## src/logic/sys1_map_pkg.sv

```systemverilog
// Fixed memory and port map of the main CPU board; download offsets assume the ROM image layout below
`default_nettype none

package sys1_map_pkg;

	// CPU memory regions
	localparam logic [15:0] MROM0_BASE = 16'h0000;
	localparam int          MROM0_BITS = 15;
	localparam logic [15:0] MROM1_BASE = 16'h8000;
	localparam int          MROM1_BITS = 14;
	localparam logic [15:0] MRAM_BASE  = 16'hC000;
	localparam int          MRAM_BITS  = 12;

	// Output port numbers, two mirrors each
	localparam logic [7:0] PORT_SREQ_A = 8'h14;
	localparam logic [7:0] PORT_SREQ_B = 8'h18;
	localparam logic [7:0] PORT_VIDM_A = 8'h15;
	localparam logic [7:0] PORT_VIDM_B = 8'h19;

	// Download image regions
	localparam logic [24:0] DL_ROM0_BASE = 25'h0_0000;
	localparam logic [24:0] DL_ROM1_BASE = 25'h0_8000;
	localparam logic [24:0] DL_KEY_BASE  = 25'h0_C000;
	// 16 key bytes
	localparam int          KEY_BITS     = 4;

	localparam logic [7:0] OPEN_BUS = 8'hFF;

endpackage

`default_nettype wire

```

## src/logic/sys1_bus_pkg.sv

```systemverilog
// CPU bus levels are active high; the address union only re-slices the 16 bits and decodes nothing
`default_nettype none

package sys1_bus_pkg;

	// I/O port view of the CPU address, A4..A2 pick the port group
	typedef struct packed {
		logic [7:0] pad_hi;
		logic [2:0] pad_mid;
		logic [2:0] grp;
		logic       pad_a1;
		logic       sub;
	} cpu_io_addr_t;

	typedef union packed {
		logic [15:0]  mem;
		cpu_io_addr_t io;
	} cpu_addr_u;

	// One sampled CPU bus cycle
	typedef struct packed {
		cpu_addr_u  addr;
		logic [7:0] dout;
		logic       m1;
		logic       mreq;
		logic       iorq;
		logic       rd;
		logic       wr;
	} cpu_bus_t;

	// ROM image download bus, one byte per en strobe
	typedef struct packed {
		logic [24:0] addr;
		logic [7:0]  data;
		logic        en;
	} rom_dl_t;

endpackage

`default_nettype wire
```

## src/logic/sys1_iport.sv

```systemverilog
// Partial port decode on A4..A2 and A0 only, so the input ports mirror across the I/O space
`timescale 1ns/1ns
`default_nettype none

module sys1_iport
	import sys1_bus_pkg::*, sys1_map_pkg::*;
(
	input  cpu_bus_t   cpu_bus,
	input  wire  [7:0] inp0,
	input  wire  [7:0] inp1,
	input  wire  [7:0] inp2,
	input  wire  [7:0] dsw0,
	input  wire  [7:0] dsw1,
	output logic       port_dv,
	output logic [7:0] port_do
);

	logic cs_p0;
	logic cs_p1;
	logic cs_p2;
	logic cs_sw0;
	logic cs_sw1;

	assign cs_p0  = cpu_bus.iorq && (cpu_bus.addr.io.grp == 3'b000);
	assign cs_p1  = cpu_bus.iorq && (cpu_bus.addr.io.grp == 3'b001);
	assign cs_p2  = cpu_bus.iorq && (cpu_bus.addr.io.grp == 3'b010);
	assign cs_sw0 = cpu_bus.iorq && (cpu_bus.addr.io.grp == 3'b011) && !cpu_bus.addr.io.sub;
	// Second switch bank answers at two places
	assign cs_sw1 = cpu_bus.iorq &&
		(((cpu_bus.addr.io.grp == 3'b011) && cpu_bus.addr.io.sub) ||
		(cpu_bus.addr.io.grp == 3'b100));

	assign port_dv = cs_p0 || cs_p1 || cs_p2 || cs_sw0 || cs_sw1;

	always_comb begin
		port_do = OPEN_BUS;
		if (cs_p0) port_do = inp0;
		else if (cs_p1) port_do = inp1;
		else if (cs_p2) port_do = inp2;
		else if (cs_sw0) port_do = dsw0;
		else if (cs_sw1) port_do = dsw1;
	end

endmodule

`default_nettype wire

```

## config.mk

```make
export PLATFORM = sky130hd
export DESIGN_NAME = sys1_iport
export DESIGN_NICKNAME = d
export VERILOG_FILES = /design/src/logic/sys1_map_pkg.sv /design/src/logic/sys1_bus_pkg.sv /design/src/logic/sys1_iport.sv
export SDC_FILE = /design/constraint.sdc
export NUM_CORES = 1
export LEC_CHECK = 0
export ABC_CLOCK_PERIOD_IN_PS = 800
export BUFFER_PORTS_ARGS = -buffer_cell sky130_fd_sc_hd__buf_2
export CAP_MARGIN = 0
export CORE_ASPECT_RATIO = 1.1
export CORE_MARGIN = 5
export CORE_UTILIZATION = 28
export DETAILED_ROUTE_END_ITERATION = 8
export PLACE_DENSITY = 0.81
export SETUP_SLACK_MARGIN = 0.5
export SYNTH_ARGS = -nofsm -noshare
export SYNTH_HDL_FRONTEND = slang
export SYNTH_SLANG_ARGS = --single-unit
```

## constraint.sdc

```tcl
create_clock -name vclk -period 0.8
set_input_delay 0.04 -clock vclk [all_inputs]
set_output_delay 0.04 -clock vclk [all_outputs]
set_load 0.01 [all_outputs]
```

==> impl_results.md <==
- Status: finished with violations
- Failing checks: negative setup slack
- DR WL/cell: 13.8 um
- Period utilization: 131%
- Most frequent cell after synthesis: a21oi_1
- Leak: 0.524 nW
- CP Cell Sequence: buf_8 > and4b_4 > o21ai_4 > buf_12 > o21ai_4 > a21oi_2 > buf_2
- Die Width: 50.9 um
- CP max FO: 7
- Flop pwr share: 0%
- Final #Nets: 226
- Peak VDD IR: 0.282 mV
- Row Count: 16
- FF+latch area: 0 sq um
- Die height: 55 um
- PortBufs: 54
- Switching portion of total power: 46.5%
- Initial antenna violation count: 0
- Cell area after synthesis: 515 sq um
- First-pass GRT wire length: 3.35 mm
- Core footprint: 1760 sq um
- Max stage delay on crit path: 320 ps
- Unrepaired setup endpoints after global routing: yes
- Clock share of power: 0%
- Crit path top cell by count: o21ai_4
- Synth top area share: 12.6%
- Critical Path Source: cpu_bus[17]
- Antenna Nets Post-Route: 0
- All-Layer GR Usage: 14.6%
- Vias per inst: 5.09
- Min-delay worst type: in2out
- Logic gate share of total power: 100.0%
- Initial core utilization: 29.3%
- Layout cells sized above 1: 67.7%
- Worst rel slew slack: 82.6%
- Yosys cell types: 25
- CTS hold repair buffers: 0
- Arr. time, crit path: 1010 ps
- Die ar.: 2800 sq um
- Seq cells: 0
- Hold Violations, Final: 0
- Layout area overhead: 114%
- Commonest cells post-synth: a21oi_1, o21ai_1, inv_1, nor2_1, o21ai_0
- Period minus WS final: 1050 ps
- Final Setup Violations: 9
- Pre-CTS WS: -276 ps
- Worst setup SP type: input port
- Setup ws final: -247 ps
- IO Count: 78
- Vias in the first global route: 810
- Ant diodes: 0
- Largest net degree at the start of global routing: 11
- Synth Instances: 88
- WHS: 386 ps
- # DRC: 0
- Worst slew pin tran: 258 ps
- Sequential element share of the synthesized area: 0%
- Internal: 0.298 mW
- Iteration-0 DRC Markers: 13
- Post-Syn Nets: 157
- Worst Path Required: 760 ps
- Syn Area/Cell: 5.86 sq um
- Worst Setup End Kind: output pin
- Vias: 880
- Dpl hpwl: 1.79 mm
- Yosys warns: 0
- Max frequency: 955 MHz
- Iteration count of the initial detailed-routing pass: 4
- Critical path class: in2out
- Wirelength, routed: 2.39 mm
- Slowest cell on the critical path: and4b_4
- Top cells by area, synth: a21oi_1, o21ai_1, o211ai_1, nor2b_1, o21ai_0
- Largest area contributor in the netlist: a21oi_1
- Net switching power: 0.259 mW
- Dpl cell area: 938 sq um
- Final global-route overflow total: 0
- Worst setup endpoint: port_do[1]
- Max cap viols: 0
- Power Density: 506 nW/um^2
- Fin. max-slew vios: 0
- Clock buf count: 0
- Design area: 1100 sq um
- GPL Wtd Cong: 0.781
- Total Power: 0.557 mW
==> power groups by stage <==
stage	Clock (mW)	Sequential, mW	Combinational [mW]
2_1_floorplan	0	0	0.245
3_3_place_gp	0	0	0.449
3_5_place_dp	0	0	0.462
4_1_cts	0	0	0.519
5_1_grt	0	0	0.602
6_report	0	0	0.557
==> cells by family after synthesis <==
kind of cell	Yosys count	share of synthesized area [%]
buf+inv	16	16.7
simple gates	29	31.8
compound gates	41	47.3
mux	2	4.13
==> how the worst min path moves through the flow <==
stage                 from          to  slack, ps  depth (start not counted)
3_3_place_gp       dsw1[6]  port_do[6]        390                          4
2_1_floorplan  cpu_bus[17]     port_dv        120                          1
4_1_cts            dsw1[6]  port_do[6]        380                          4
5_1_grt            dsw1[6]  port_do[6]        420                          4
3_5_place_dp       dsw1[6]  port_do[6]        380                          4
6_report           dsw1[6]  port_do[6]        390                          4
==> final cells by class <==
| cell class | count | area, sq um |
|---|---|---|
| fillers | 164 | 659 |
| well taps | 18 | 22.5 |
| inverters | 8 | 30.0 |
| repair buffers | 75 | 473 |
| multi-input cells | 72 | 577 |
==> timing repair <==
item / in CTS / in global routing
setup buffers: 2 / 1
gates resized for setup: 20 / 10
setup endpoints to repair: 9 / 9
pin swaps: 6 / 7
==> stage by stage <==
stage | util (%) | setup TNS, ps | std cells
2_1_floorplan | - | -291 | 88
3_3_place_gp | 53.3 | -1780 | 170
3_5_place_dp | 53.3 | -1990 | 170
4_1_cts | 59.4 | -1780 | 172
5_1_grt | 62.6 | -2200 | 173
6_report | 62.6 | -1900 | 173
==> routing by layer <==
metal  wire (um)  GRT usage (%)
met4           0              0
met3         243           2.14
met5           0              0
met2        1270           30.2
met1         876           16.7
==> worst max-delay path: cells and delay by family <==
kind            cells  cell delay [ps]
compound gates      3              260
simple gates        1              320
buf+inv             3              390
==> cell usage in the layout, fill, tap and decap left out, types with 2 or more instances in the layout <==
cell type | synthesis | layout
buf_6 | 2 | 4
a21oi_1 | 13 | 6
inv_1 | 8 | 8
o21ai_0 | 7 | 7
nand2_1 | 3 | 2
nand3_2 | 0 | 6
o21ai_1 | 10 | 3
o211ai_1 | 6 | 6
buf_4 | 2 | 19
a21oi_2 | 0 | 7
nor2b_1 | 6 | 6
buf_2 | 3 | 50
o21ai_2 | 0 | 5
nor2_1 | 8 | 7
o21ai_4 | 1 | 3
Note: power is estimated with default switching activity, not from simulation.
