===== src/logic/sys1_map_pkg.sv =====
// Fixed memory and port map of the main CPU board; download offsets assume the ROM image layout below
`default_nettype none

package sys1_map_pkg;

	// CPU memory regions
	localparam logic [15:0] MROM0_BASE = 16'h0000;
	localparam int          MROM0_BITS = 15;
	localparam logic [15:0] MROM1_BASE = 16'h8000;
	localparam int          MROM1_BITS = 14;
	localparam logic [15:0] MRAM_BASE  = 16'hC000;
	localparam int          MRAM_BITS  = 12;

	// Output port numbers, two mirrors each
	localparam logic [7:0] PORT_SREQ_A = 8'h14;
	localparam logic [7:0] PORT_SREQ_B = 8'h18;
	localparam logic [7:0] PORT_VIDM_A = 8'h15;
	localparam logic [7:0] PORT_VIDM_B = 8'h19;

	// Download image regions
	localparam logic [24:0] DL_ROM0_BASE = 25'h0_0000;
	localparam logic [24:0] DL_ROM1_BASE = 25'h0_8000;
	localparam logic [24:0] DL_KEY_BASE  = 25'h0_C000;
	// 16 key bytes
	localparam int          KEY_BITS     = 4;

	localparam logic [7:0] OPEN_BUS = 8'hFF;

endpackage

`default_nettype wire


===== src/logic/sys1_bus_pkg.sv =====
// CPU bus levels are active high; the address union only re-slices the 16 bits and decodes nothing
`default_nettype none

package sys1_bus_pkg;

	// I/O port view of the CPU address, A4..A2 pick the port group
	typedef struct packed {
		logic [7:0] pad_hi;
		logic [2:0] pad_mid;
		logic [2:0] grp;
		logic       pad_a1;
		logic       sub;
	} cpu_io_addr_t;

	typedef union packed {
		logic [15:0]  mem;
		cpu_io_addr_t io;
	} cpu_addr_u;

	// One sampled CPU bus cycle
	typedef struct packed {
		cpu_addr_u  addr;
		logic [7:0] dout;
		logic       m1;
		logic       mreq;
		logic       iorq;
		logic       rd;
		logic       wr;
	} cpu_bus_t;

	// ROM image download bus, one byte per en strobe
	typedef struct packed {
		logic [24:0] addr;
		logic [7:0]  data;
		logic        en;
	} rom_dl_t;

endpackage

`default_nettype wire

===== src/logic/sys1_bus_decode.sv =====
// Read sources are captured only while rd is high; memory data arrives one cycle after the selects
`timescale 1ns/1ns
`default_nettype none

module sys1_bus_decode
	import sys1_bus_pkg::*, sys1_map_pkg::*;
(
	input  wire        CLK48M,
	input  wire        RESET,
	input  cpu_bus_t   cpu_bus,
	input  wire        vid_cs,
	input  wire  [7:0] vid_do,
	input  wire        port_dv,
	input  wire  [7:0] port_do,
	input  wire  [7:0] vid_mode,
	input  wire  [7:0] rom0_do,
	input  wire  [7:0] rom1_do,
	input  wire  [7:0] ram_do,
	output logic       cs_ram,
	output logic       cs_rom0,
	output logic       cs_rom1,
	output logic [7:0] cpu_din
);

	logic       cs_vidm;
	logic       sel_dir_q;
	logic       sel_ram_q;
	logic       sel_rom0_q;
	logic       sel_rom1_q;
	logic [7:0] dir_q;

	assign cs_rom0 = cpu_bus.mreq &&
		(cpu_bus.addr.mem[15:MROM0_BITS] == MROM0_BASE[15:MROM0_BITS]);
	assign cs_rom1 = cpu_bus.mreq &&
		(cpu_bus.addr.mem[15:MROM1_BITS] == MROM1_BASE[15:MROM1_BITS]);
	assign cs_ram = cpu_bus.mreq &&
		(cpu_bus.addr.mem[15:MRAM_BITS] == MRAM_BASE[15:MRAM_BITS]);

	// Video mode reads back through its own port numbers
	assign cs_vidm = cpu_bus.iorq &&
		((cpu_bus.addr.mem[7:0] == PORT_VIDM_A) || (cpu_bus.addr.mem[7:0] == PORT_VIDM_B));

	always_ff @(posedge CLK48M or posedge RESET) begin
		if (RESET) begin
			sel_dir_q  <= 1'b0;
			sel_ram_q  <= 1'b0;
			sel_rom0_q <= 1'b0;
			sel_rom1_q <= 1'b0;
		end else begin
			sel_dir_q  <= cpu_bus.rd && (vid_cs || cs_vidm || port_dv);
			sel_ram_q  <= cpu_bus.rd && cs_ram;
			sel_rom0_q <= cpu_bus.rd && cs_rom0;
			sel_rom1_q <= cpu_bus.rd && cs_rom1;
		end
	end

	// Non-memory sources, video chip first
	always_ff @(posedge CLK48M) begin
		dir_q <= vid_cs ? vid_do : (cs_vidm ? vid_mode : port_do);
	end

	always_comb begin
		cpu_din = OPEN_BUS;
		if (sel_dir_q) begin
			cpu_din = dir_q;
		end else if (sel_ram_q) begin
			cpu_din = ram_do;
		end else if (sel_rom0_q) begin
			cpu_din = rom0_do;
		end else if (sel_rom1_q) begin
			cpu_din = rom1_do;
		end
	end

endmodule

`default_nettype wire


===== config.mk =====
export PLATFORM = sky130hd
export DESIGN_NAME = sys1_bus_decode
export DESIGN_NICKNAME = d
export VERILOG_FILES = /design/src/logic/sys1_map_pkg.sv /design/src/logic/sys1_bus_pkg.sv /design/src/logic/sys1_bus_decode.sv
export SDC_FILE = /design/constraint.sdc
export NUM_CORES = 1
export LEC_CHECK = 0
export BUFFER_PORTS_ARGS = -buffer_cell sky130_fd_sc_hd__buf_2
export CAP_MARGIN = 5
export CORE_ASPECT_RATIO = 1.1
export CORE_UTILIZATION = 33
export CTS_CLUSTER_SIZE = 30
export DETAILED_ROUTE_END_ITERATION = 10
export GPL_TIMING_DRIVEN = 0
export PLACE_DENSITY = 0.76
export SLEW_MARGIN = 20
export SYNTH_ARGS = -nofsm -noshare
export SYNTH_HDL_FRONTEND = slang
export SYNTH_SLANG_ARGS = --single-unit

===== constraint.sdc =====
create_clock -name CLK48M -period 1.4 [get_ports CLK48M]
set_clock_uncertainty 0.2 [all_clocks]
set_input_delay 0.21 -clock CLK48M [delete_from_list [all_inputs] [get_ports CLK48M]]
set_output_delay 0.21 -clock CLK48M [all_outputs]
set_load 0.02 [all_outputs]

==> flow_summary.json <==
{
  "dp.cells": 223,
  "yosysSeqAreaShare_pct": 26.4,
  "async_flop_share_pct": 33.3,
  "cpLargestDelayFamily": "flip-flops",
  "crit_type": "reg2out",
  "hold_class": "in2reg",
  "crit_path_start": "sel_rom0_q",
  "ir_drop_mv": 0.439,
  "die_h_um": 59.3,
  "rsz0062_at_grt": "yes",
  "final_cells": 240,
  "dp.final_hpwl_um": 2120,
  "leakagePower_nw": 0.836,
  "syn_nets": 194,
  "fillers": 246,
  "first_global_vias": 1102,
  "finalCritPeriodShare_pct": 141,
  "port_buffers": 77,
  "drive_gt1_share_pct": 59.4,
  "grt_overflow": 0,
  "syn_area_um2": 986,
  "seq_area_um2": 263,
  "crit_path_end_kind": "output port",
  "clockBufferDepth": 2,
  "multi_input_area_um2": 757,
  "synth-edff-count": 0,
  "violations": "setup timing",
  "die-area_mm2": 0.00321,
  "cp_data_arrival_time_ns": 1.57,
  "cts_sinks": 12,
  "via_count": 1163,
  "nNetsFinal": 289,
  "place_worst_setup_slack_ns": -0.358,
  "cpPeakStageDelay_ns": 0.45,
  "drtIter0Drc": 14,
  "ant_nets": 0,
  "status": "finished, violations left",
  "initial_core_util_pct": 35.2,
  "maxCapViolations": 0,
  "cts_made_buffers": 3,
  "finalSetupTns_ns": -4.39,
  "wirelength_um": 2770,
  "utilization_pct": 62.8,
  "critPathBufInv": 2,
  "critical_path_depth": 5,
  "slew_headroom_pct": 70.8,
  "syn_to_final_growth_pct": 78.4,
  "core-area_mm2": 0.00280,
  "gr-usage-all-layers_pct": 18.6,
  "fin_ws_ns": -0.579,
  "drt-wirelength-per-cell_um": 11.5,
  "gp_congestion": 0.694,
  "fmaxAchievable_ghz": 0.505,
  "cts.root.buffer_cell": "clkbuf_4",
  "post-route-min-period_ns": 1.98,
  "firstDrtPassIters": 3,
  "cp_cell_sequence": "buf_4 -> nor2b_1 -> o31ai_2 -> mux2_4 -> buf_6",
  "antenna_found_initial": 0,
  "clk_pin_slew_ns": 0.07,
  "hold_viol": 0,
  "ioPinCount": 92,
  "diodes": 0,
  "start_kind": "flop",
  "grt_max_degree": 11,
  "setup_viol": 8,
  "grt_pass1_wl_um": 4400,
  "ys_seq_elements": 12,
  "maxSlewViolCount": 0,
  "via_per_inst": 4.85,
  "cp_max_fo": 4,
  "crit_end": "cpu_din[4]",
  "die-width_um": 54.1,
  "avgSynthCellArea_um2": 8.73,
  "worst_pin_slew_ns": 0.438,
  "drc_errors": 0,
  "power_density_mw_per_mm2": 578,
  "synth_cell_types": 22,
  "fp-row-count": 20,
  "cts_tree": "yes",
  "worstPathRequired_ns": 0.99,
  "synth_top_flop_cell": "dfxtp_1",
  "cp_slowest_cell": "dfrtp_2",
  "synthCells": 113,
  "htree_num_levels": 1,
  "yosys_warnings": 0
}
placed cells by master, fill, tap and decap left out, types with 2 or more instances in the layout:
cell	n
o31ai_1	5
inv_1	9
buf_2	73
mux2_4	7
buf_6	7
nand2_1	17
and2_1	3
dfrtp_2	2
o31ai_2	3
buf_4	4
nor3b_2	6
clkbuf_4	3
dfrtp_1	2
nor2b_1	16
nor3b_4	2
o311ai_2	8
dlygate4sd3_1	11
dfxtp_1	8
nand4_1	8
where the power goes:
part           switching [mW]  internal, mW
Sequential             0.0101         0.366
Clock                   0.103         0.158
Combinational           0.158         0.221
cells in the mapped netlist, types with 2 or more instances:
cell | number | area, um^2
and2_1 | 3 | 18.8
buf_2 | 4 | 20.0
clkbuf_1 | 2 | 7.51
dfrtp_1 | 4 | 100
dfxtp_1 | 8 | 160
inv_1 | 9 | 33.8
mux2_2 | 8 | 90.1
nand2_1 | 17 | 63.8
nand4_1 | 8 | 50.1
nor2b_1 | 17 | 106
nor3b_1 | 8 | 60.1
o311ai_2 | 8 | 130
o31ai_1 | 8 | 60.1
how the worst min path moves through the flow:
| stage | startpoint | to | slack (ns) | cells after the start |
|---|---|---|---|---|
| 3_3_place_gp | RESET | sel_rom0_q | -0.11 | 2 |
| 5_1_grt | cpu_bus[25] | sel_ram_q | 0.03 | 3 |
| 3_5_place_dp | RESET | sel_rom0_q | -0.1 | 2 |
| 6_report | port_do[0] | dir_q[0] | 0.03 | 3 |
| 4_1_cts | port_do[5] | dir_q[5] | 0.03 | 3 |
| 2_1_floorplan | RESET | sel_dir_q | -0.22 | 1 |
per-layer routing:
metal  up-vias  global-route usage [%]  wire (um)
li1        590                       -          -
met2        45                    35.1       1520
met5         -                       0          0
met3         2                    1.79        146
met4         0                    7.69         24
met1       526                    20.5       1080
cells by family after synthesis:
logic type	Yosys count	synth area share, %
and+or+nand+nor	58	34.9
AOI/OAI and AO/OA	17	20.2
buffers and inverters	17	7.74
DFF	12	26.4
muxes	8	9.14
xor gates and xnor gates	1	1.65
registers in the layout, summed over array words and instances, names as in the netlist:
signal / count
sel_rom0_q: 1
dir_q: 8
sel_rom1_q: 1
sel_dir_q: 1
sel_ram_q: 1
area by class of cell:
type / count / share of cell area [%]
buffer: 7 / 2.99
clock buffer: 4 / 2.06
inverter: 9 / 1.92
multi-input combinational: 84 / 43.0
sequential: 12 / 14.9
tap: 33 / 2.35
timing repair buffer: 91 / 32.7
worst min-delay path, cell delays in order:
cell	delay, ns
buf_2	0.10
inv_1	0.05
o311ai_2	0.09
repair_timing:
item,CTS,global route
hold buffers,11,0
pin swaps,0,11
gates cloned,0,1
gates resized for setup,9,21
endpoints found under the hold margin,16,0
setup buffers,1,1
endpoints found under the setup margin,8,8
through the flow:
step	hold slack, ns	cell area (um^2)	total power [mW]
2_1_floorplan	-0.224	1030	0.553
3_3_place_gp	-0.108	1460	0.689
3_5_place_dp	-0.0990	1460	0.693
4_1_cts	0.0269	1650	0.990
5_1_grt	0.0276	1760	1.08
6_report	0.0301	1760	1.02
(Power assumes the default switching activity.)
