===== config.mk =====
export PLATFORM = sky130hd
export DESIGN_NAME = sys1_io_latch
export DESIGN_NICKNAME = d
export VERILOG_FILES = /design/src/logic/sys1_map_pkg.sv /design/src/logic/sys1_bus_pkg.sv /design/src/logic/sys1_io_latch.sv
export SDC_FILE = /design/constraint.sdc
export NUM_CORES = 1
export LEC_CHECK = 0
export BUFFER_PORTS_ARGS = -buffer_cell sky130_fd_sc_hd__buf_2
export CORE_MARGIN = 4
export CORE_UTILIZATION = 39
export DETAILED_ROUTE_END_ITERATION = 8
export GPL_TIMING_DRIVEN = 1
export PLACE_DENSITY = 0.84
export SYNTH_ARGS = -nofsm -noshare
export SYNTH_HDL_FRONTEND = slang
export SYNTH_SLANG_ARGS = --single-unit
export TNS_END_PERCENT = 1

===== constraint.sdc =====
create_clock -name CLK48M -period 0.9 [get_ports CLK48M]
set_input_delay 0.045 -clock CLK48M [delete_from_list [all_inputs] [get_ports CLK48M]]
set_output_delay 0.045 -clock CLK48M [all_outputs]
set_load 0.03 [all_outputs]

===== src/logic/sys1_map_pkg.sv =====
// Fixed memory and port map of the main CPU board; download offsets assume the ROM image layout below
`default_nettype none

package sys1_map_pkg;

	// CPU memory regions
	localparam logic [15:0] MROM0_BASE = 16'h0000;
	localparam int          MROM0_BITS = 15;
	localparam logic [15:0] MROM1_BASE = 16'h8000;
	localparam int          MROM1_BITS = 14;
	localparam logic [15:0] MRAM_BASE  = 16'hC000;
	localparam int          MRAM_BITS  = 12;

	// Output port numbers, two mirrors each
	localparam logic [7:0] PORT_SREQ_A = 8'h14;
	localparam logic [7:0] PORT_SREQ_B = 8'h18;
	localparam logic [7:0] PORT_VIDM_A = 8'h15;
	localparam logic [7:0] PORT_VIDM_B = 8'h19;

	// Download image regions
	localparam logic [24:0] DL_ROM0_BASE = 25'h0_0000;
	localparam logic [24:0] DL_ROM1_BASE = 25'h0_8000;
	localparam logic [24:0] DL_KEY_BASE  = 25'h0_C000;
	// 16 key bytes
	localparam int          KEY_BITS     = 4;

	localparam logic [7:0] OPEN_BUS = 8'hFF;

endpackage

`default_nettype wire


===== src/logic/sys1_bus_pkg.sv =====
// CPU bus levels are active high; the address union only re-slices the 16 bits and decodes nothing
`default_nettype none

package sys1_bus_pkg;

	// I/O port view of the CPU address, A4..A2 pick the port group
	typedef struct packed {
		logic [7:0] pad_hi;
		logic [2:0] pad_mid;
		logic [2:0] grp;
		logic       pad_a1;
		logic       sub;
	} cpu_io_addr_t;

	typedef union packed {
		logic [15:0]  mem;
		cpu_io_addr_t io;
	} cpu_addr_u;

	// One sampled CPU bus cycle
	typedef struct packed {
		cpu_addr_u  addr;
		logic [7:0] dout;
		logic       m1;
		logic       mreq;
		logic       iorq;
		logic       rd;
		logic       wr;
	} cpu_bus_t;

	// ROM image download bus, one byte per en strobe
	typedef struct packed {
		logic [24:0] addr;
		logic [7:0]  data;
		logic        en;
	} rom_dl_t;

endpackage

`default_nettype wire

===== src/logic/sys1_io_latch.sv =====
// Full 8-bit port compare; snd_req is one CLK48M cycle wide whatever the CPU write length
`timescale 1ns/1ns
`default_nettype none

module sys1_io_latch
	import sys1_bus_pkg::*, sys1_map_pkg::*;
(
	input  wire        CLK48M,
	input  wire        RESET,
	input  cpu_bus_t   cpu_bus,
	output logic       snd_req,
	output logic [7:0] snd_no,
	output logic [7:0] vid_mode
);

	logic io_wr;
	logic wr_sreq;
	logic wr_vidm;

	assign io_wr   = cpu_bus.iorq && cpu_bus.wr;
	assign wr_sreq = io_wr &&
		((cpu_bus.addr.mem[7:0] == PORT_SREQ_A) || (cpu_bus.addr.mem[7:0] == PORT_SREQ_B));
	assign wr_vidm = io_wr &&
		((cpu_bus.addr.mem[7:0] == PORT_VIDM_A) || (cpu_bus.addr.mem[7:0] == PORT_VIDM_B));

	always_ff @(posedge CLK48M or posedge RESET) begin
		if (RESET) begin
			snd_req  <= 1'b0;
			snd_no   <= 8'h00;
			vid_mode <= 8'h00;
		end else begin
			snd_req <= wr_sreq;
			if (wr_sreq) snd_no <= cpu_bus.dout;
			if (wr_vidm) vid_mode <= cpu_bus.dout;
		end
	end

endmodule

`default_nettype wire


==> flow_summary.yaml, run 1 <==
power_and_ir_drop:
  vdd_drop_max_mv: 0.789
  pwr-share-seq: 0.536
  combinationalPowerShare: 0.203
  finalPower_uw: 1540
  p_int_uw: 1130
  p_leak_uw: 0.000603
  powerDensity_nw_per_um2: 1370
  clockPowerShare: 0.261
  p_switching_uw: 408
  swShare: 0.265
floorplan:
  io-pin-count: 48
  core_um2: 1590
  chipHeight_um: 50.0
  die_w_um: 50.0
  rows: 14
  dieArea_um2: 2500
  initial_core_util: 0.432
clock_tree:
  post-cts-setup-buffer-count: 0
  clockRootBuffer: "clkbuf_4"
  clock-sinks: 17
  insertion_delay_ns: 0.29
  numCtsBuffers: 3
  cts_max_path_buffers: 2
  cts_tree: "built"
  clk_pin_slew_ns: 0.09
  htreeDepth: 1
timing:
  rsz0062_at_grt: "yes"
  drv_slew: 0
  fin_crit_sh: 0.995
  max_freq_mhz: 1120
  setup_viol: 0
  worst_pin_slew_ns: 0.429
  period_minus_slack_ns: 0.895
  finalSetupTns_ns: 0
  hold_viol: 0
  slew_headroom: 0.713
  skew_ns: 0
cells_and_area:
  final_cell_mix: "buf_2 (22), dfrtp_1 (17), mux2_2 (16)"
  n_antenna_cell: 0
  nets: 123
  syn2layout_area_growth_pct: 63.5
  multi_input_area_um2: 270
  fin_cells: 115
  final_util: 0.706
  num-fill-cells: 107
  final_common_cell: "buf_2"
  drive_above_1_share: 0.659
  seq_area_um2: 425
  final_cell_area_um2: 1120
place:
  placed_cells: 102
  place_area_um2: 906
  gp_congestion: 0.659
  io_buffers: 36
  dp_hpwl_um: 1090
drt:
  dr.pass1.iters: 2
  num_vias: 524
  avgViaCountPerCell: 4.56
  drtAntennaViolNets: 0
  wire_per_inst_um: 13.2
  drtIter0Drc: 1
  drc_errors: 0
  finalWirelength_um: 1520
yosys:
  synthTopCellsByArea: "dfrtp_1 (62%), mux2_2 (26%), nor4b_4 (3.5%)"
  synth_area_per_cell_um2: 16.8
  yosysWarnings: 0
  seq_area_frac_synth: 0.618
  ys_types: 8
  synth_area_um2: 688
  syn-num-nets: 72
  synth_top_area_frac: 0.618
  synthCells: 41
  synth_top_cell_by_area: "dfrtp_1"
  synth_seq_cells: 17
critical_path:
  slowest_delay_ns: 0.41
  required_ns: 1.08
  rr_endpoint: "snd_no[4]$_DFFE_PP0P_"
  reg2regPathDepth: 1
  endpoint_kind: "flip-flop"
  worstSetupPathType: "in2reg"
  cp-start-kind: "primary input"
  crit_chain: "buf_2 -> nor4b_4 -> nand3_4 -> mux2_2"
  path_max_fanout: 9
  regToRegStartpoint: "snd_no[4]$_DFFE_PP0P_"
  cp_slowest_cell: "nor4b_4"
  rrSetupSlack_ns: 0.12
  setup.worst_path.start: "cpu_bus[19]"
  arrival_ns: 1.08
min_path:
  hold_path_class: "in2reg"
  worstHoldStart: "cpu_bus[19]"
  min_path_cells: 4
  whs_endpoint: "snd_req$_DFF_PP0_"
global_routing:
  grt_pass1_vias: 540
  antenna_found_initial: 0
  grt_use_total: 0.135
  grt_max_degree: 18
  grt-ovfl-total: 0
  grt_pass1_wl_um: 2440
run:
  maxCapViolations: 0
outcome:
  status: "finished, final reports clean"
[worst max path at each step]
stage,depth (start not counted),to,slack (ns)
floorplan,3,snd_no[0]$_DFFE_PP0P_,-0.08
global placement,4,vid_mode[2]$_DFFE_PP0P_,-0.30
detailed placement,4,vid_mode[3]$_DFFE_PP0P_,-0.33
CTS,4,vid_mode[3]$_DFFE_PP0P_,-0.007
global route,4,vid_mode[0]$_DFFE_PP0P_,-0.05
finish,4,snd_no[2]$_DFFE_PP0P_,0.005
[timing repair]
item                                   in CTS  in global routing
hold buffers                                9                  0
resized for setup                          24                  7
setup endpoints to repair                  21                 33
gates cloned                                0                  0
pin swaps                                   0                  2
endpoints found under the hold margin      30                  0
[layer usage]
metal	global-route usage	vias to the layer above	wire length (µm)
met4	0.0968	0	40
met2	0.213	29	731
met3	0.0512	5	114
li1	-	246	-
met1	0.147	244	628
met5	0	-	0
[worst max-delay path, delay by kind of cell]
family,cells,cell delay [ns]
and+or+nand+nor,2,0.60
muxes,1,0.31
buffers and inverters,1,0.11
[Yosys cell counts, drive strengths merged]
master,instances
nor4b,1
and4bb,1
nand3,2
mux2,16
and4b,1
dfrtp,17
xor2,1
inv,2
[logic make-up (layout without fill, tap and decap cells)]
logic type / Yosys count / after routing / synth area share
xor gates and xnor gates: 1 / 1 / 0.0127
buffers and inverters: 2 / 52 / 0.0109
DFF: 17 / 17 / 0.618
muxes: 16 / 16 / 0.262
and+or+nand+nor: 5 / 5 / 0.0964
[sequential cells by signal, summed over array words and instances, names as in the netlist]
name and cells:
vid_mode 8, snd_req 1, snd_no 8
[final cells by class]
cell class | count | share of cell area
clock buffer | 4 | 0.0234
inverter | 2 | 0.00667
multi-input combinational | 22 | 0.240
sequential | 17 | 0.378
tap | 24 | 0.0267
timing repair buffer | 46 | 0.325
[power groups by stage]
stage               Clock, µW  Sequential (µW)  Combinational (µW)
floorplan                   0              910                59.1
global placement            0              832                 236
detailed placement          0              833                 242
CTS                       417              825                 305
global route              450              831                 334
finish                    402              826                 312
[metrics by stage]
stage          worst slack, ns  hold WS [ns]
5_1_grt                -0.0521         0.150
2_1_floorplan          -0.0786       -0.0289
6_report               0.00493         0.146
4_1_cts               -0.00660         0.176
3_3_place_gp            -0.299        0.0589
3_5_place_dp            -0.328        0.0634
Power figures use the tool's default switching activity.
==> run 2, diff against run 1 <==
--- a/config.mk
+++ b/config.mk
@@ -7,10 +7,12 @@
 export LEC_CHECK = 0
 export BUFFER_PORTS_ARGS = -buffer_cell sky130_fd_sc_hd__buf_2
 export CORE_MARGIN = 4
-export CORE_UTILIZATION = 39
+export CORE_UTILIZATION = 41
+export CTS_BUF_LIST = sky130_fd_sc_hd__clkbuf_2
 export DETAILED_ROUTE_END_ITERATION = 8
 export GPL_TIMING_DRIVEN = 1
-export PLACE_DENSITY = 0.84
+export MAX_ROUTING_LAYER = met4
+export PLACE_DENSITY = 0.87
 export SYNTH_ARGS = -nofsm -noshare
 export SYNTH_HDL_FRONTEND = slang
 export SYNTH_SLANG_ARGS = --single-unit
==> run 2 against run 1 <==
  * The flow now finishes with violations (negative setup slack)
  * Hold slack better by 0.036 ns
  * Via count is 7.1% higher
  * First-iteration DRC count is the same
  * Utilization grew 3.1 points
  * Worst setup slack got worse by 0.024 ns
  * Fmax down 2.6%
  * Die area decreased by 4.1%
  * Sequential share of layout area is 0.33 points lower
  * Critical path type is now reg2reg
  * Largest power group unchanged
==> flow_summary.yaml, run 2 (synthesis results as in run 1) <==
drt:
  drtIter0Drc: 1
  finalWirelength_um: 1560
  wire_per_inst_um: 14.2
  drtAntennaViolNets: 0
  dr.pass1.iters: 2
  num_vias: 561
  drc_errors: 0
  avgViaCountPerCell: 5.10
power_and_ir_drop:
  p_leak_uw: 0.000622
  powerDensity_nw_per_um2: 1320
  vdd_drop_max_mv: 0.813
critical_path:
  arrival_ns: 1.11
  regToRegStartpoint: "snd_no[1]$_DFFE_PP0P_"
  cp_slowest_cell: "dfrtp_1"
  cp-start-kind: "flip-flop"
  reg2regPathDepth: 2
  setup.worst_path.start: "snd_no[1]$_DFFE_PP0P_"
  crit_end: "snd_no[1]$_DFFE_PP0P_"
  slowest_delay_ns: 0.42
  path_max_fanout: 2
  rrSetupSlack_ns: -0.02
  endpoint_kind: "flip-flop"
  rr_endpoint: "snd_no[1]$_DFFE_PP0P_"
  crit_chain: "buf_4 -> mux2_2"
  required_ns: 1.10
  worstSetupPathType: "reg2reg"
timing:
  worst_pin_slew_ns: 0.272
  rsz0062_at_grt: "yes"
  slew_headroom: 0.818
  skew_ns: 0
  max_freq_mhz: 1090
  drv_slew: 0
  setup_ws_ns: -0.0194
  period_minus_slack_ns: 0.919
  whs_ns: 0.182
  fin_crit_sh: 1.02
  setup_viol: 10
  hold_viol: 0
global_routing:
  grt_max_degree: 18
  grt-ovfl-total: 0
  grt_pass1_vias: 647
  grt_pass1_wl_um: 2750
  grt_use_total: 0.151
  antenna_found_initial: 0
cells_and_area:
  drive_above_1_share: 0.681
  final_common_cell: "buf_2"
  seq_area_um2: 425
  syn2layout_area_growth_pct: 64.9
  fin_cells: 110
  multi_input_area_um2: 255
  num-fill-cells: 92
  n_antenna_cell: 0
  final_cell_mix: "buf_2 (19), buf_6 (17), dfrtp_1 (17)"
  reg_top3: "snd_no x8, vid_mode x8, snd_req x1"
  nets: 126
  final_util: 0.736
floorplan:
  dieArea_um2: 2400
  chipHeight_um: 49.0
  rows: 14
  die_w_um: 49.0
  core_um2: 1540
  initial_core_util: 0.446
  io-pin-count: 48
min_path:
  hold_path_class: "in2reg"
  worstHoldStart: "cpu_bus[18]"
clock_tree:
  htreeDepth: 1
  cts_tree: "built"
  clk_pin_slew_ns: 0.16
  cts_max_path_buffers: 2
  clock-sinks: 17
  numCtsBuffers: 3
  clockRootBuffer: "clkbuf_2"
  insertion_delay_ns: 0.29
place:
  gp_congestion: 0.705
  io_buffers: 36
  placed_cells: 94
outcome:
  violations: "negative setup slack"
  status: "complete, but fails checks"
run:
  maxCapViolations: 0
run 2: cell types whose count changed in the layout (fill, tap and decap cells not counted), sizes merged:
cell	change
buf	+3
run 2: worst max-delay path, delay by kind of cell (launching register included):
kind | cells | cell delay [ns]
flops | 1 | 0.42
buf+inv | 1 | 0.14
mux | 1 | 0.26
run 2: area by class of cell:
cell class,count,area share
sequential,17,0.375
timing repair buffer,49,0.358
multi-input combinational,22,0.225
clock buffer,4,0.0176
tap,16,0.0176
inverter,2,0.00662
run 2: worst min path at each step:
stage,endpoint,slack (ns),depth (start not counted)
floorplan,snd_no[0]$_DFFE_PP0P_,-0.03,1
global placement,snd_no[2]$_DFFE_PP0P_,0.06,3
detailed placement,snd_no[2]$_DFFE_PP0P_,0.08,3
CTS,snd_req$_DFF_PP0_,0.19,4
global route,snd_req$_DFF_PP0_,0.18,4
finish,snd_req$_DFF_PP0_,0.18,4
run 2: through the flow:
stage | power, µW | setup TNS, ns | worst slack, ns | instance area, µm²
6_report | 1500 | -0.0589 | -0.0194 | 1130
5_1_grt | 1580 | -1.22 | -0.0683 | 1130
4_1_cts | 1520 | -0.266 | -0.0277 | 1130
3_5_place_dp | 1070 | -5.30 | -0.354 | 896
3_3_place_gp | 1070 | -4.57 | -0.306 | 896
2_1_floorplan | 969 | -1.20 | -0.0786 | 688
run 2: timing repair:
action	4_1_cts	5_1_grt
setup endpoints to repair	22	32
hold buffers	9	0
endpoints found under the hold margin	33	0
buffers inserted	3	0
resized for setup	34	0
run 2: where the power goes:
part	total [µW]	switching [µW]	internal (µW)
registers	827	25.3	802
logic	324	151	172
clock network	351	233	118
total	1500	410	1090
run 2: layer usage:
| metal | vias to the layer above | track usage | part of all wire |
|---|---|---|---|
| li1 | 251 | - | - |
| met1 | 277 | 0.144 | 0.38 |
| met2 | 31 | 0.278 | 0.51 |
| met3 | 2 | 0.0398 | 0.095 |
| met4 | 0 | 0.0673 | 0.014 |
| met5 | - | - | 0 |
