## src/logic/sys1_map_pkg.sv

```systemverilog
// Fixed memory and port map of the main CPU board; download offsets assume the ROM image layout below
`default_nettype none

package sys1_map_pkg;

	// CPU memory regions
	localparam logic [15:0] MROM0_BASE = 16'h0000;
	localparam int          MROM0_BITS = 15;
	localparam logic [15:0] MROM1_BASE = 16'h8000;
	localparam int          MROM1_BITS = 14;
	localparam logic [15:0] MRAM_BASE  = 16'hC000;
	localparam int          MRAM_BITS  = 12;

	// Output port numbers, two mirrors each
	localparam logic [7:0] PORT_SREQ_A = 8'h14;
	localparam logic [7:0] PORT_SREQ_B = 8'h18;
	localparam logic [7:0] PORT_VIDM_A = 8'h15;
	localparam logic [7:0] PORT_VIDM_B = 8'h19;

	// Download image regions
	localparam logic [24:0] DL_ROM0_BASE = 25'h0_0000;
	localparam logic [24:0] DL_ROM1_BASE = 25'h0_8000;
	localparam logic [24:0] DL_KEY_BASE  = 25'h0_C000;
	// 16 key bytes
	localparam int          KEY_BITS     = 4;

	localparam logic [7:0] OPEN_BUS = 8'hFF;

endpackage

`default_nettype wire

```

## src/logic/sys1_bus_pkg.sv

```systemverilog
// CPU bus levels are active high; the address union only re-slices the 16 bits and decodes nothing
`default_nettype none

package sys1_bus_pkg;

	// I/O port view of the CPU address, A4..A2 pick the port group
	typedef struct packed {
		logic [7:0] pad_hi;
		logic [2:0] pad_mid;
		logic [2:0] grp;
		logic       pad_a1;
		logic       sub;
	} cpu_io_addr_t;

	typedef union packed {
		logic [15:0]  mem;
		cpu_io_addr_t io;
	} cpu_addr_u;

	// One sampled CPU bus cycle
	typedef struct packed {
		cpu_addr_u  addr;
		logic [7:0] dout;
		logic       m1;
		logic       mreq;
		logic       iorq;
		logic       rd;
		logic       wr;
	} cpu_bus_t;

	// ROM image download bus, one byte per en strobe
	typedef struct packed {
		logic [24:0] addr;
		logic [7:0]  data;
		logic        en;
	} rom_dl_t;

endpackage

`default_nettype wire
```

## src/logic/sys1_opdecrypt.sv

```systemverilog
// Simple XOR scheme from a downloaded 16-byte key table; it does not reproduce the original tables
`timescale 1ns/1ns
`default_nettype none

module sys1_opdecrypt
	import sys1_bus_pkg::*, sys1_map_pkg::*;
(
	input  wire        CLK48M,
	input  wire        RESET,
	input  cpu_bus_t   cpu_bus,
	input  rom_dl_t    rom_dl,
	input  wire  [7:0] rom0_raw,
	output logic [7:0] rom0_do
);

	logic [7:0]          key [0:(2**KEY_BITS)-1];
	logic [KEY_BITS-1:0] idx_q;
	logic                bypass_q;
	logic                dl_key;
	logic                dl_rom;

	assign dl_key = rom_dl.en && (rom_dl.addr[24:KEY_BITS] == DL_KEY_BASE[24:KEY_BITS]);
	assign dl_rom = rom_dl.en &&
		((rom_dl.addr[24:MROM0_BITS] == DL_ROM0_BASE[24:MROM0_BITS]) ||
		(rom_dl.addr[24:MROM1_BITS] == DL_ROM1_BASE[24:MROM1_BITS]));

	always_ff @(posedge CLK48M or posedge RESET) begin
		if (RESET) begin
			for (int i = 0; i < 2**KEY_BITS; i++) begin
				key[i] <= 8'h00;
			end
			bypass_q <= 1'b0;
		end else begin
			if (dl_key) begin
				key[rom_dl.addr[KEY_BITS-1:0]] <= rom_dl.data;
			end
			// Open bus from a colliding read passes unchanged
			bypass_q <= dl_rom;
		end
	end

	// Key index travels with the ROM byte
	always_ff @(posedge CLK48M) begin
		idx_q <= {cpu_bus.m1, cpu_bus.addr.mem[12], cpu_bus.addr.mem[8], cpu_bus.addr.mem[4]};
	end

	assign rom0_do = bypass_q ? rom0_raw : (rom0_raw ^ key[idx_q]);

endmodule

`default_nettype wire

```

## config.mk

```make
export PLATFORM = sky130hd
export DESIGN_NAME = sys1_opdecrypt
export DESIGN_NICKNAME = d
export VERILOG_FILES = /design/src/logic/sys1_map_pkg.sv /design/src/logic/sys1_bus_pkg.sv /design/src/logic/sys1_opdecrypt.sv
export SDC_FILE = /design/constraint.sdc
export NUM_CORES = 1
export LEC_CHECK = 0
export ABC_AREA = 1
export BUFFER_PORTS_ARGS = -buffer_cell sky130_fd_sc_hd__clkbuf_2
export CORE_ASPECT_RATIO = 1.1
export CORE_MARGIN = 4
export CORE_UTILIZATION = 50
export CTS_BUF_LIST = sky130_fd_sc_hd__clkbuf_8
export DETAILED_ROUTE_END_ITERATION = 10
export GPL_TIMING_DRIVEN = 0
export PLACE_DENSITY = 0.71
export SLEW_MARGIN = 20
export SYNTH_ARGS = -nofsm -noshare
export SYNTH_HDL_FRONTEND = slang
export SYNTH_SLANG_ARGS = --single-unit
export TNS_END_PERCENT = 50
```

## constraint.sdc

```tcl
create_clock -name CLK48M -period 5.2 [get_ports CLK48M]
set_input_delay 0.26 -clock CLK48M [delete_from_list [all_inputs] [get_ports CLK48M]]
set_output_delay 0.26 -clock CLK48M [all_outputs]
set_load 0.01 [all_outputs]
```

==> results of run 1 <==
flip-flops by register name (all words and copies together), names as in the netlist:
register  count
idx_q         4
bypass_q      1
key         128
layout make-up:
class / count / share of cell area [%]
plain buffers: 72 / 4.556
clock buffers: 19 / 3.062
multi-input cells: 738 / 39.73
clock inverters: 13 / 2.285
repair buffers: 53 / 3.721
well taps: 192 / 2.813
inverters: 114 / 5.098
flip-flops and latches: 133 / 38.73
layer usage:
metal / track usage [%] / wire length [um] / up-vias
met1: 38.66 / 9980 / 3519
met5: 0 / 0 / -
met4: 13.80 / 1141 / 0
li1: - / - / 3561
met3: 6.206 / 1997 / 78
met2: 45.76 / 11000 / 356
power by group through the flow:
stage	clock network (mW)	logic (mW)	registers, mW
floorplan	0	0.135	1.06
detailed placement	0	0.230	1.06
finish	1.01	0.240	1.04
CTS	1.01	0.235	1.04
global route	1.05	0.260	1.04
global placement	0	0.226	1.06
through the flow:
step / total power [mW] / hold slack, ns / cells
2_1_floorplan: 1.191 / 0.2877 / 1057
3_3_place_gp: 1.282 / 0.3623 / 1295
3_5_place_dp: 1.286 / 0.2748 / 1296
4_1_cts: 2.282 / 0.03533 / 1334
5_1_grt: 2.349 / 0.05734 / 1334
6_report: 2.288 / 0.03824 / 1334
worst max-delay path: cells and delay by family, from the launching register on:
| kind | cells | cell delay, ns |
|---|---|---|
| AND/OR/NAND/NOR | 8 | 0.87 |
| flip-flops | 1 | 0.38 |
| buffers and inverters | 3 | 1.00 |
how the worst min path moves through the flow:
| stage | from | to | slack (ns) | depth (start not counted) |
|---|---|---|---|---|
| after global routing | rom_dl[32] | bypass_q | 0.06 | 3 |
| final | rom_dl[25] | bypass_q | 0.04 | 4 |
| after detailed placement | RESET | key[112] | 0.27 | 2 |
| after global placement | cpu_bus[25] | idx_q[2] | 0.36 | 1 |
| after floorplan | cpu_bus[17] | idx_q[0] | 0.29 | 0 |
| after CTS | rom_dl[31] | bypass_q | 0.04 | 3 |
cell families (layout without fill, tap and decap cells):
logic type | Yosys count | after routing | synth area share [%]
and+or+nand+nor | 738 | 738 | 45.13
DFF | 133 | 133 | 44.00
buffers and inverters | 186 | 271 | 10.87
Yosys cell counts, drive strengths merged:
cell type,count,share of area [%]
nand2,458,23
nand3,122,9.8
nor4,1,0.083
dfrtp,129,43
buf,32,3.2
nor3,2,0.28
nand4,129,11
or2,1,0.083
nor2,24,1.2
dfxtp,4,1.1
nand3b,1,0.10
clkbuf,40,2.0
inv,114,5.7
==> flow_results.xml, run 1 <==
<?xml version="1.0" encoding="UTF-8"?>
<metrics>
  <group name="status">
    <metric name="status" unit="">finished, final reports clean</metric>
  </group>
  <group name="synthesis">
    <metric name="synth.yosys.warnings" unit="">0</metric>
    <metric name="synthesis.nets" unit="">1130</metric>
    <metric name="post_synth_num_cell_types" unit="">19</metric>
    <metric name="cells_after_synth" unit="">1057</metric>
    <metric name="mappedNetlistArea" unit="um^2">7518</metric>
    <metric name="synth_seq_cells" unit="">133</metric>
    <metric name="ys_seq_area_share" unit="%">44.00</metric>
    <metric name="postSynthAreaPerCell" unit="um^2">7.113</metric>
  </group>
  <group name="drt">
    <metric name="post-route-drc-count" unit="">0</metric>
    <metric name="firstDrtPassIters" unit="">6</metric>
    <metric name="dr.first_iter.drc_count" unit="">855</metric>
    <metric name="postRouteAntennaNets" unit="">0</metric>
    <metric name="finalWirelength" unit="mm">24.12</metric>
    <metric name="post_drt_via_cell_ratio" unit="">5.633</metric>
    <metric name="wl_per_cell" unit="um">18.08</metric>
    <metric name="vias" unit="">7514</metric>
  </group>
  <group name="worst_setup_path">
    <metric name="reg2reg_depth" unit="">2</metric>
    <metric name="critical_path.endpoint_type" unit="">primary output</metric>
    <metric name="setup.worst_path.class" unit="">register to primary output</metric>
    <metric name="cpMaxStageDelayCell" unit="">sky130_fd_sc_hd__buf_1</metric>
    <metric name="worst_r2r_endpoint" unit="">key[121]</metric>
    <metric name="setup.worst_path.start" unit="">idx_q[0]</metric>
    <metric name="timing.critical_path.required" unit="ns">4.94</metric>
    <metric name="worst_setup_path_start_kind" unit="">register</metric>
    <metric name="critical-path-top-cell-by-count" unit="">sky130_fd_sc_hd__nand2_1</metric>
    <metric name="critical_path.endpoint" unit="">rom0_do[5]</metric>
    <metric name="reg2reg_setup_slack" unit="ns">4.54</metric>
    <metric name="path_cells" unit="">buf_2 -&gt; buf_1 -&gt; nand2_1 -&gt; nand3_1 -&gt; nand3_1 -&gt; nand3_1 -&gt; nand2_1 -&gt; nand2_1 -&gt; nand2_1 -&gt; nand2_1 -&gt; clkbuf_2</metric>
    <metric name="worstReg2RegStart" unit="">key[121]</metric>
    <metric name="cpPeakStageDelay" unit="ns">0.63</metric>
    <metric name="crit_path_max_fo" unit="">10</metric>
    <metric name="arrival_time_reported_for_the_critical_path_endpoint" unit="ns">2.74</metric>
  </group>
  <group name="finish">
    <metric name="layout-area-overhead-vs-synth" unit="%">13.60</metric>
    <metric name="area_of_the_multi_input_gates" unit="um^2">3393</metric>
    <metric name="layout.core_utilization" unit="%">58.65</metric>
    <metric name="finalInstanceArea" unit="um^2">8541</metric>
    <metric name="antenna_cells" unit="">0</metric>
    <metric name="layout.cells.most_common_list" unit="">458 x sky130_fd_sc_hd__nand2_1, 129 x sky130_fd_sc_hd__nand4_1, 129 x sky130_fd_sc_hd__dfrtp_1, 112 x sky130_fd_sc_hd__nand3_1, 112 x sky130_fd_sc_hd__inv_1</metric>
    <metric name="ff_latch_area" unit="um^2">3308</metric>
    <metric name="filler_cell_count" unit="">1383</metric>
    <metric name="final_net_count" unit="">1202</metric>
    <metric name="layout-drive-gt1-share" unit="%">9.982</metric>
    <metric name="layout_commonest_cell" unit="">sky130_fd_sc_hd__nand2_1</metric>
  </group>
  <group name="pwr">
    <metric name="leakagePower" unit="nW">4.537</metric>
    <metric name="clkPwrFrac" unit="%">44.3</metric>
    <metric name="p_int" unit="mW">1.648</metric>
    <metric name="vdd_drop_max" unit="mV">0.1891</metric>
    <metric name="total_switching_power" unit="mW">0.6397</metric>
    <metric name="power_per_cell_area" unit="nW/um^2">267.9</metric>
    <metric name="seq_pwr_share" unit="%">45.2</metric>
    <metric name="comb_power_share" unit="%">10.5</metric>
    <metric name="sw_share" unit="%">27.96</metric>
  </group>
  <group name="sta">
    <metric name="finalWorstSetupSlack" unit="ns">2.203</metric>
    <metric name="final.setup_skew" unit="ns">0</metric>
    <metric name="max_slew.worst_pin.slew" unit="ns">0.9162</metric>
    <metric name="timing.final.setup_violations" unit="">0</metric>
    <metric name="slew_headroom" unit="%">38.92</metric>
    <metric name="setup_total_negative_slack" unit="ns">0</metric>
    <metric name="count_of_final_max_slew_check_failures" unit="">0</metric>
    <metric name="final-hold-violation-count" unit="">0</metric>
    <metric name="layout_worst_path_cycle_share" unit="%">57.64</metric>
    <metric name="max_clock_freq" unit="GHz">0.3336</metric>
    <metric name="unrepaired_setup_endpoints_after_global_routing" unit="">false</metric>
    <metric name="finalWorstPathRequiredPeriod" unit="ns">2.997</metric>
  </group>
  <group name="global_route">
    <metric name="antenna_found_initial" unit="">0</metric>
    <metric name="grt_max_degree" unit="">87</metric>
    <metric name="grtUsageTotal" unit="%">29.06</metric>
    <metric name="globalRouteOverflowTotal" unit="">0</metric>
    <metric name="grt_pass1_vias" unit="">7195</metric>
    <metric name="grt_first_pass_wirelength" unit="mm">38.58</metric>
  </group>
  <group name="clock_tree">
    <metric name="post_cts_resized" unit="">0</metric>
    <metric name="clock_latency" unit="ns">0.48</metric>
    <metric name="maximum_buffer_depth_of_the_clock_tree" unit="">2</metric>
    <metric name="cts.clk_slew.worst_paths" unit="ns">0.09</metric>
    <metric name="cts.sinks" unit="">133</metric>
    <metric name="total_clock_buffers_created_by_cts" unit="">17</metric>
    <metric name="cell_at_the_root_of_the_clock_tree" unit="">sky130_fd_sc_hd__clkbuf_8</metric>
    <metric name="cts_tree" unit="">done</metric>
    <metric name="ctsHtreeMaxLevel" unit="">4</metric>
    <metric name="post_cts_setup_bufs" unit="">0</metric>
    <metric name="cts_hold_repair.buffers" unit="">6</metric>
  </group>
  <group name="floorplan">
    <metric name="num_rows" unit="">46</metric>
    <metric name="core_area" unit="um^2">14560</metric>
    <metric name="die_area" unit="um^2">17070</metric>
    <metric name="start_util" unit="%">51.63</metric>
    <metric name="horizontal_die_dimension" unit="um">124.9</metric>
    <metric name="fp.dieH" unit="um">136.6</metric>
    <metric name="boundaryPins" unit="">81</metric>
  </group>
  <group name="place">
    <metric name="io_buffer_count" unit="">46</metric>
    <metric name="dp_hpwl" unit="mm">16.63</metric>
    <metric name="place.gp.congestion" unit="">0.9683</metric>
    <metric name="placement.setup.worst_slack" unit="ns">2.835</metric>
    <metric name="detailed_place.area" unit="um^2">8024</metric>
  </group>
  <group name="min_path">
    <metric name="min-delay-path-class" unit="">input pin to register</metric>
  </group>
  <group name="job">
    <metric name="drv_cap" unit="">0</metric>
  </group>
</metrics>
(Power assumes the default switching activity.)
==> run 2: changes to the inputs <==
Clock period 5.2 ns to 2.91 ns, I/O delays scaled along.
==> run 2 against run 1 <==
Net effect: count of clock-buffer cells in the layout is 2 lower; combinational power is 83% higher; hold slack better by 0.054 ns; global-route usage hardly changed; design area is 0.28% higher; wire length hardly changed; non-clock buffer count is 4 higher; register-to-register slack worse by 2.3 ns; clock skew stayed put; via count is 0.37% higher; flip-flop and latch count stayed put.
==> flow_results.xml, run 2 (same netlist as run 1, synthesis figures left out) <==
<?xml version="1.0" encoding="UTF-8"?>
<metrics>
  <group name="place">
    <metric name="io_buffer_count" unit="">46</metric>
    <metric name="placement.setup.worst_slack" unit="ns">0.6677</metric>
    <metric name="dp_hpwl" unit="mm">16.91</metric>
    <metric name="place.gp.congestion" unit="">0.9772</metric>
  </group>
  <group name="pwr">
    <metric name="power_per_cell_area" unit="nW/um^2">461.5</metric>
    <metric name="vdd_drop_max" unit="mV">0.2387</metric>
    <metric name="leakagePower" unit="nW">4.555</metric>
  </group>
  <group name="floorplan">
    <metric name="horizontal_die_dimension" unit="um">124.9</metric>
    <metric name="boundaryPins" unit="">81</metric>
    <metric name="die_area" unit="um^2">17070</metric>
    <metric name="start_util" unit="%">51.63</metric>
    <metric name="core_area" unit="um^2">14560</metric>
    <metric name="fp.dieH" unit="um">136.6</metric>
    <metric name="num_rows" unit="">46</metric>
  </group>
  <group name="min_path">
    <metric name="min-delay-path-class" unit="">input pin to register</metric>
  </group>
  <group name="drt">
    <metric name="post-route-drc-count" unit="">0</metric>
    <metric name="dr.first_iter.drc_count" unit="">880</metric>
    <metric name="vias" unit="">7542</metric>
    <metric name="finalWirelength" unit="mm">24.13</metric>
    <metric name="wl_per_cell" unit="um">18.04</metric>
    <metric name="firstDrtPassIters" unit="">5</metric>
    <metric name="postRouteAntennaNets" unit="">0</metric>
    <metric name="post_drt_via_cell_ratio" unit="">5.637</metric>
  </group>
  <group name="worst_setup_path">
    <metric name="timing.critical_path.required" unit="ns">2.76</metric>
    <metric name="critical_path.endpoint_type" unit="">primary output</metric>
    <metric name="crit_path_max_fo" unit="">10</metric>
    <metric name="arrival_time_reported_for_the_critical_path_endpoint" unit="ns">2.67</metric>
    <metric name="worst_setup_path_start_kind" unit="">register</metric>
    <metric name="setup.worst_path.class" unit="">register to primary output</metric>
  </group>
  <group name="global_route">
    <metric name="grt_first_pass_wirelength" unit="mm">38.37</metric>
    <metric name="antenna_found_initial" unit="">0</metric>
    <metric name="grtUsageTotal" unit="%">29.02</metric>
    <metric name="grt_pass1_vias" unit="">7127</metric>
    <metric name="grt_max_degree" unit="">33</metric>
    <metric name="globalRouteOverflowTotal" unit="">0</metric>
  </group>
  <group name="finish">
    <metric name="registers.top_by_ff_count" unit="">key</metric>
    <metric name="antenna_cells" unit="">0</metric>
    <metric name="layout-drive-gt1-share" unit="%">10.12</metric>
    <metric name="final_net_count" unit="">1206</metric>
    <metric name="largest_reg_flops" unit="">128</metric>
    <metric name="layout_commonest_cell" unit="">sky130_fd_sc_hd__nand2_1</metric>
    <metric name="top_regs" unit="">key (128), idx_q (4), bypass_q (1)</metric>
    <metric name="layout.cells.most_common_list" unit="">458 x sky130_fd_sc_hd__nand2_1, 129 x sky130_fd_sc_hd__nand4_1, 129 x sky130_fd_sc_hd__dfrtp_1, 113 x sky130_fd_sc_hd__inv_1, 112 x sky130_fd_sc_hd__nand3_1</metric>
    <metric name="layout-area-overhead-vs-synth" unit="%">13.91</metric>
  </group>
  <group name="clock_tree">
    <metric name="maximum_buffer_depth_of_the_clock_tree" unit="">2</metric>
    <metric name="clock_latency" unit="ns">0.46</metric>
    <metric name="total_clock_buffers_created_by_cts" unit="">17</metric>
    <metric name="cell_at_the_root_of_the_clock_tree" unit="">sky130_fd_sc_hd__clkbuf_8</metric>
    <metric name="cts.clk_slew.worst_paths" unit="ns">0.09</metric>
    <metric name="cts_hold_repair.buffers" unit="">7</metric>
    <metric name="post_cts_setup_bufs" unit="">0</metric>
    <metric name="ctsHtreeMaxLevel" unit="">4</metric>
    <metric name="cts.sinks" unit="">133</metric>
    <metric name="cts_tree" unit="">done</metric>
    <metric name="post_cts_resized" unit="">0</metric>
  </group>
  <group name="sta">
    <metric name="final-hold-violation-count" unit="">0</metric>
    <metric name="max_clock_freq" unit="GHz">0.3556</metric>
    <metric name="count_of_final_max_slew_check_failures" unit="">0</metric>
    <metric name="finalWorstSetupSlack" unit="ns">0.09822</metric>
    <metric name="timing.final.setup_violations" unit="">0</metric>
    <metric name="unrepaired_setup_endpoints_after_global_routing" unit="">false</metric>
    <metric name="max_slew.worst_pin.slew" unit="ns">0.9036</metric>
    <metric name="slew_headroom" unit="%">39.76</metric>
    <metric name="final.setup_skew" unit="ns">0</metric>
    <metric name="setup_total_negative_slack" unit="ns">0</metric>
    <metric name="whs" unit="ns">0.09190</metric>
    <metric name="layout_worst_path_cycle_share" unit="%">96.62</metric>
    <metric name="finalWorstPathRequiredPeriod" unit="ns">2.812</metric>
  </group>
  <group name="status">
    <metric name="status" unit="">finished, final reports clean</metric>
  </group>
  <group name="job">
    <metric name="drv_cap" unit="">0</metric>
  </group>
</metrics>
-- run 2: routing by layer --
layer	share of wire, %	global-route usage [%]	vias to the layer above
li1	-	-	3567
met5	0	0	-
met2	47	46.94	331
met3	7.8	5.543	64
met1	42	38.77	3580
met4	3.4	11.99	0
-- run 2: cell type report --
| cell class | count | area [um^2] |
|---|---|---|
| inverters | 114 | 431.7 |
| clock buffers | 17 | 234.0 |
| multi-input cells | 738 | 3393 |
| clock inverters | 15 | 180.2 |
| plain buffers | 72 | 389.1 |
| well taps | 192 | 240.2 |
| fillers | 1388 | 5997 |
| repair buffers | 57 | 387.9 |
| flip-flops and latches | 133 | 3308 |
-- run 2: through the flow --
| step | instances | utilization (%) | instance area [um^2] | total power, mW |
|---|---|---|---|---|
| after CTS | 1338 | 58.82 | 8564 | 3.943 |
| final | 1338 | 58.82 | 8564 | 3.952 |
| after floorplan | 1057 | - | 7522 | 2.128 |
| after global routing | 1338 | 58.82 | 8564 | 4.070 |
| after global placement | 1295 | 54.89 | 7993 | 2.292 |
| after detailed placement | 1299 | 55.49 | 8080 | 2.308 |
-- run 2: path summary, 6_finish.rpt --
| kind | cells after the start | startpoint | slack (ns) | end |
|---|---|---|---|---|
| min in group asynchronous | 3 | RESET | 0.32 | key[91] |
| worst max-delay path | 11 | idx_q[0] | 0.1 | rom0_do[5] |
| worst max register to register | 2 | key[124] | 2.25 | key[124] |
| worst min register to register | 2 | key[29] | 0.47 | key[29] |
| max in group asynchronous | 5 | RESET | 1.79 | bypass_q |
| worst min-delay path | 3 | rom_dl[8] | 0.09 | key[119] |
-- run 2: critical path, cell delays in order, from the launching register on --
cell	delay (ns)
sky130_fd_sc_hd__dfxtp_1	0.37
sky130_fd_sc_hd__buf_2	0.23
sky130_fd_sc_hd__buf_1	0.61
sky130_fd_sc_hd__nand2_1	0.16
sky130_fd_sc_hd__nand3_1	0.12
sky130_fd_sc_hd__nand3_1	0.14
sky130_fd_sc_hd__nand3_1	0.17
sky130_fd_sc_hd__nand2_1	0.09
sky130_fd_sc_hd__nand2_1	0.06
sky130_fd_sc_hd__nand2_1	0.05
sky130_fd_sc_hd__nand2_1	0.07
sky130_fd_sc_hd__clkbuf_2	0.13
-- run 2: report_power, final --
| group | switching, mW | total [mW] | internal, mW |
|---|---|---|---|
| sequential | 0.00140 | 1.85 | 1.85 |
| clock | 0.810 | 1.66 | 0.854 |
| combinational | 0.324 | 0.438 | 0.114 |
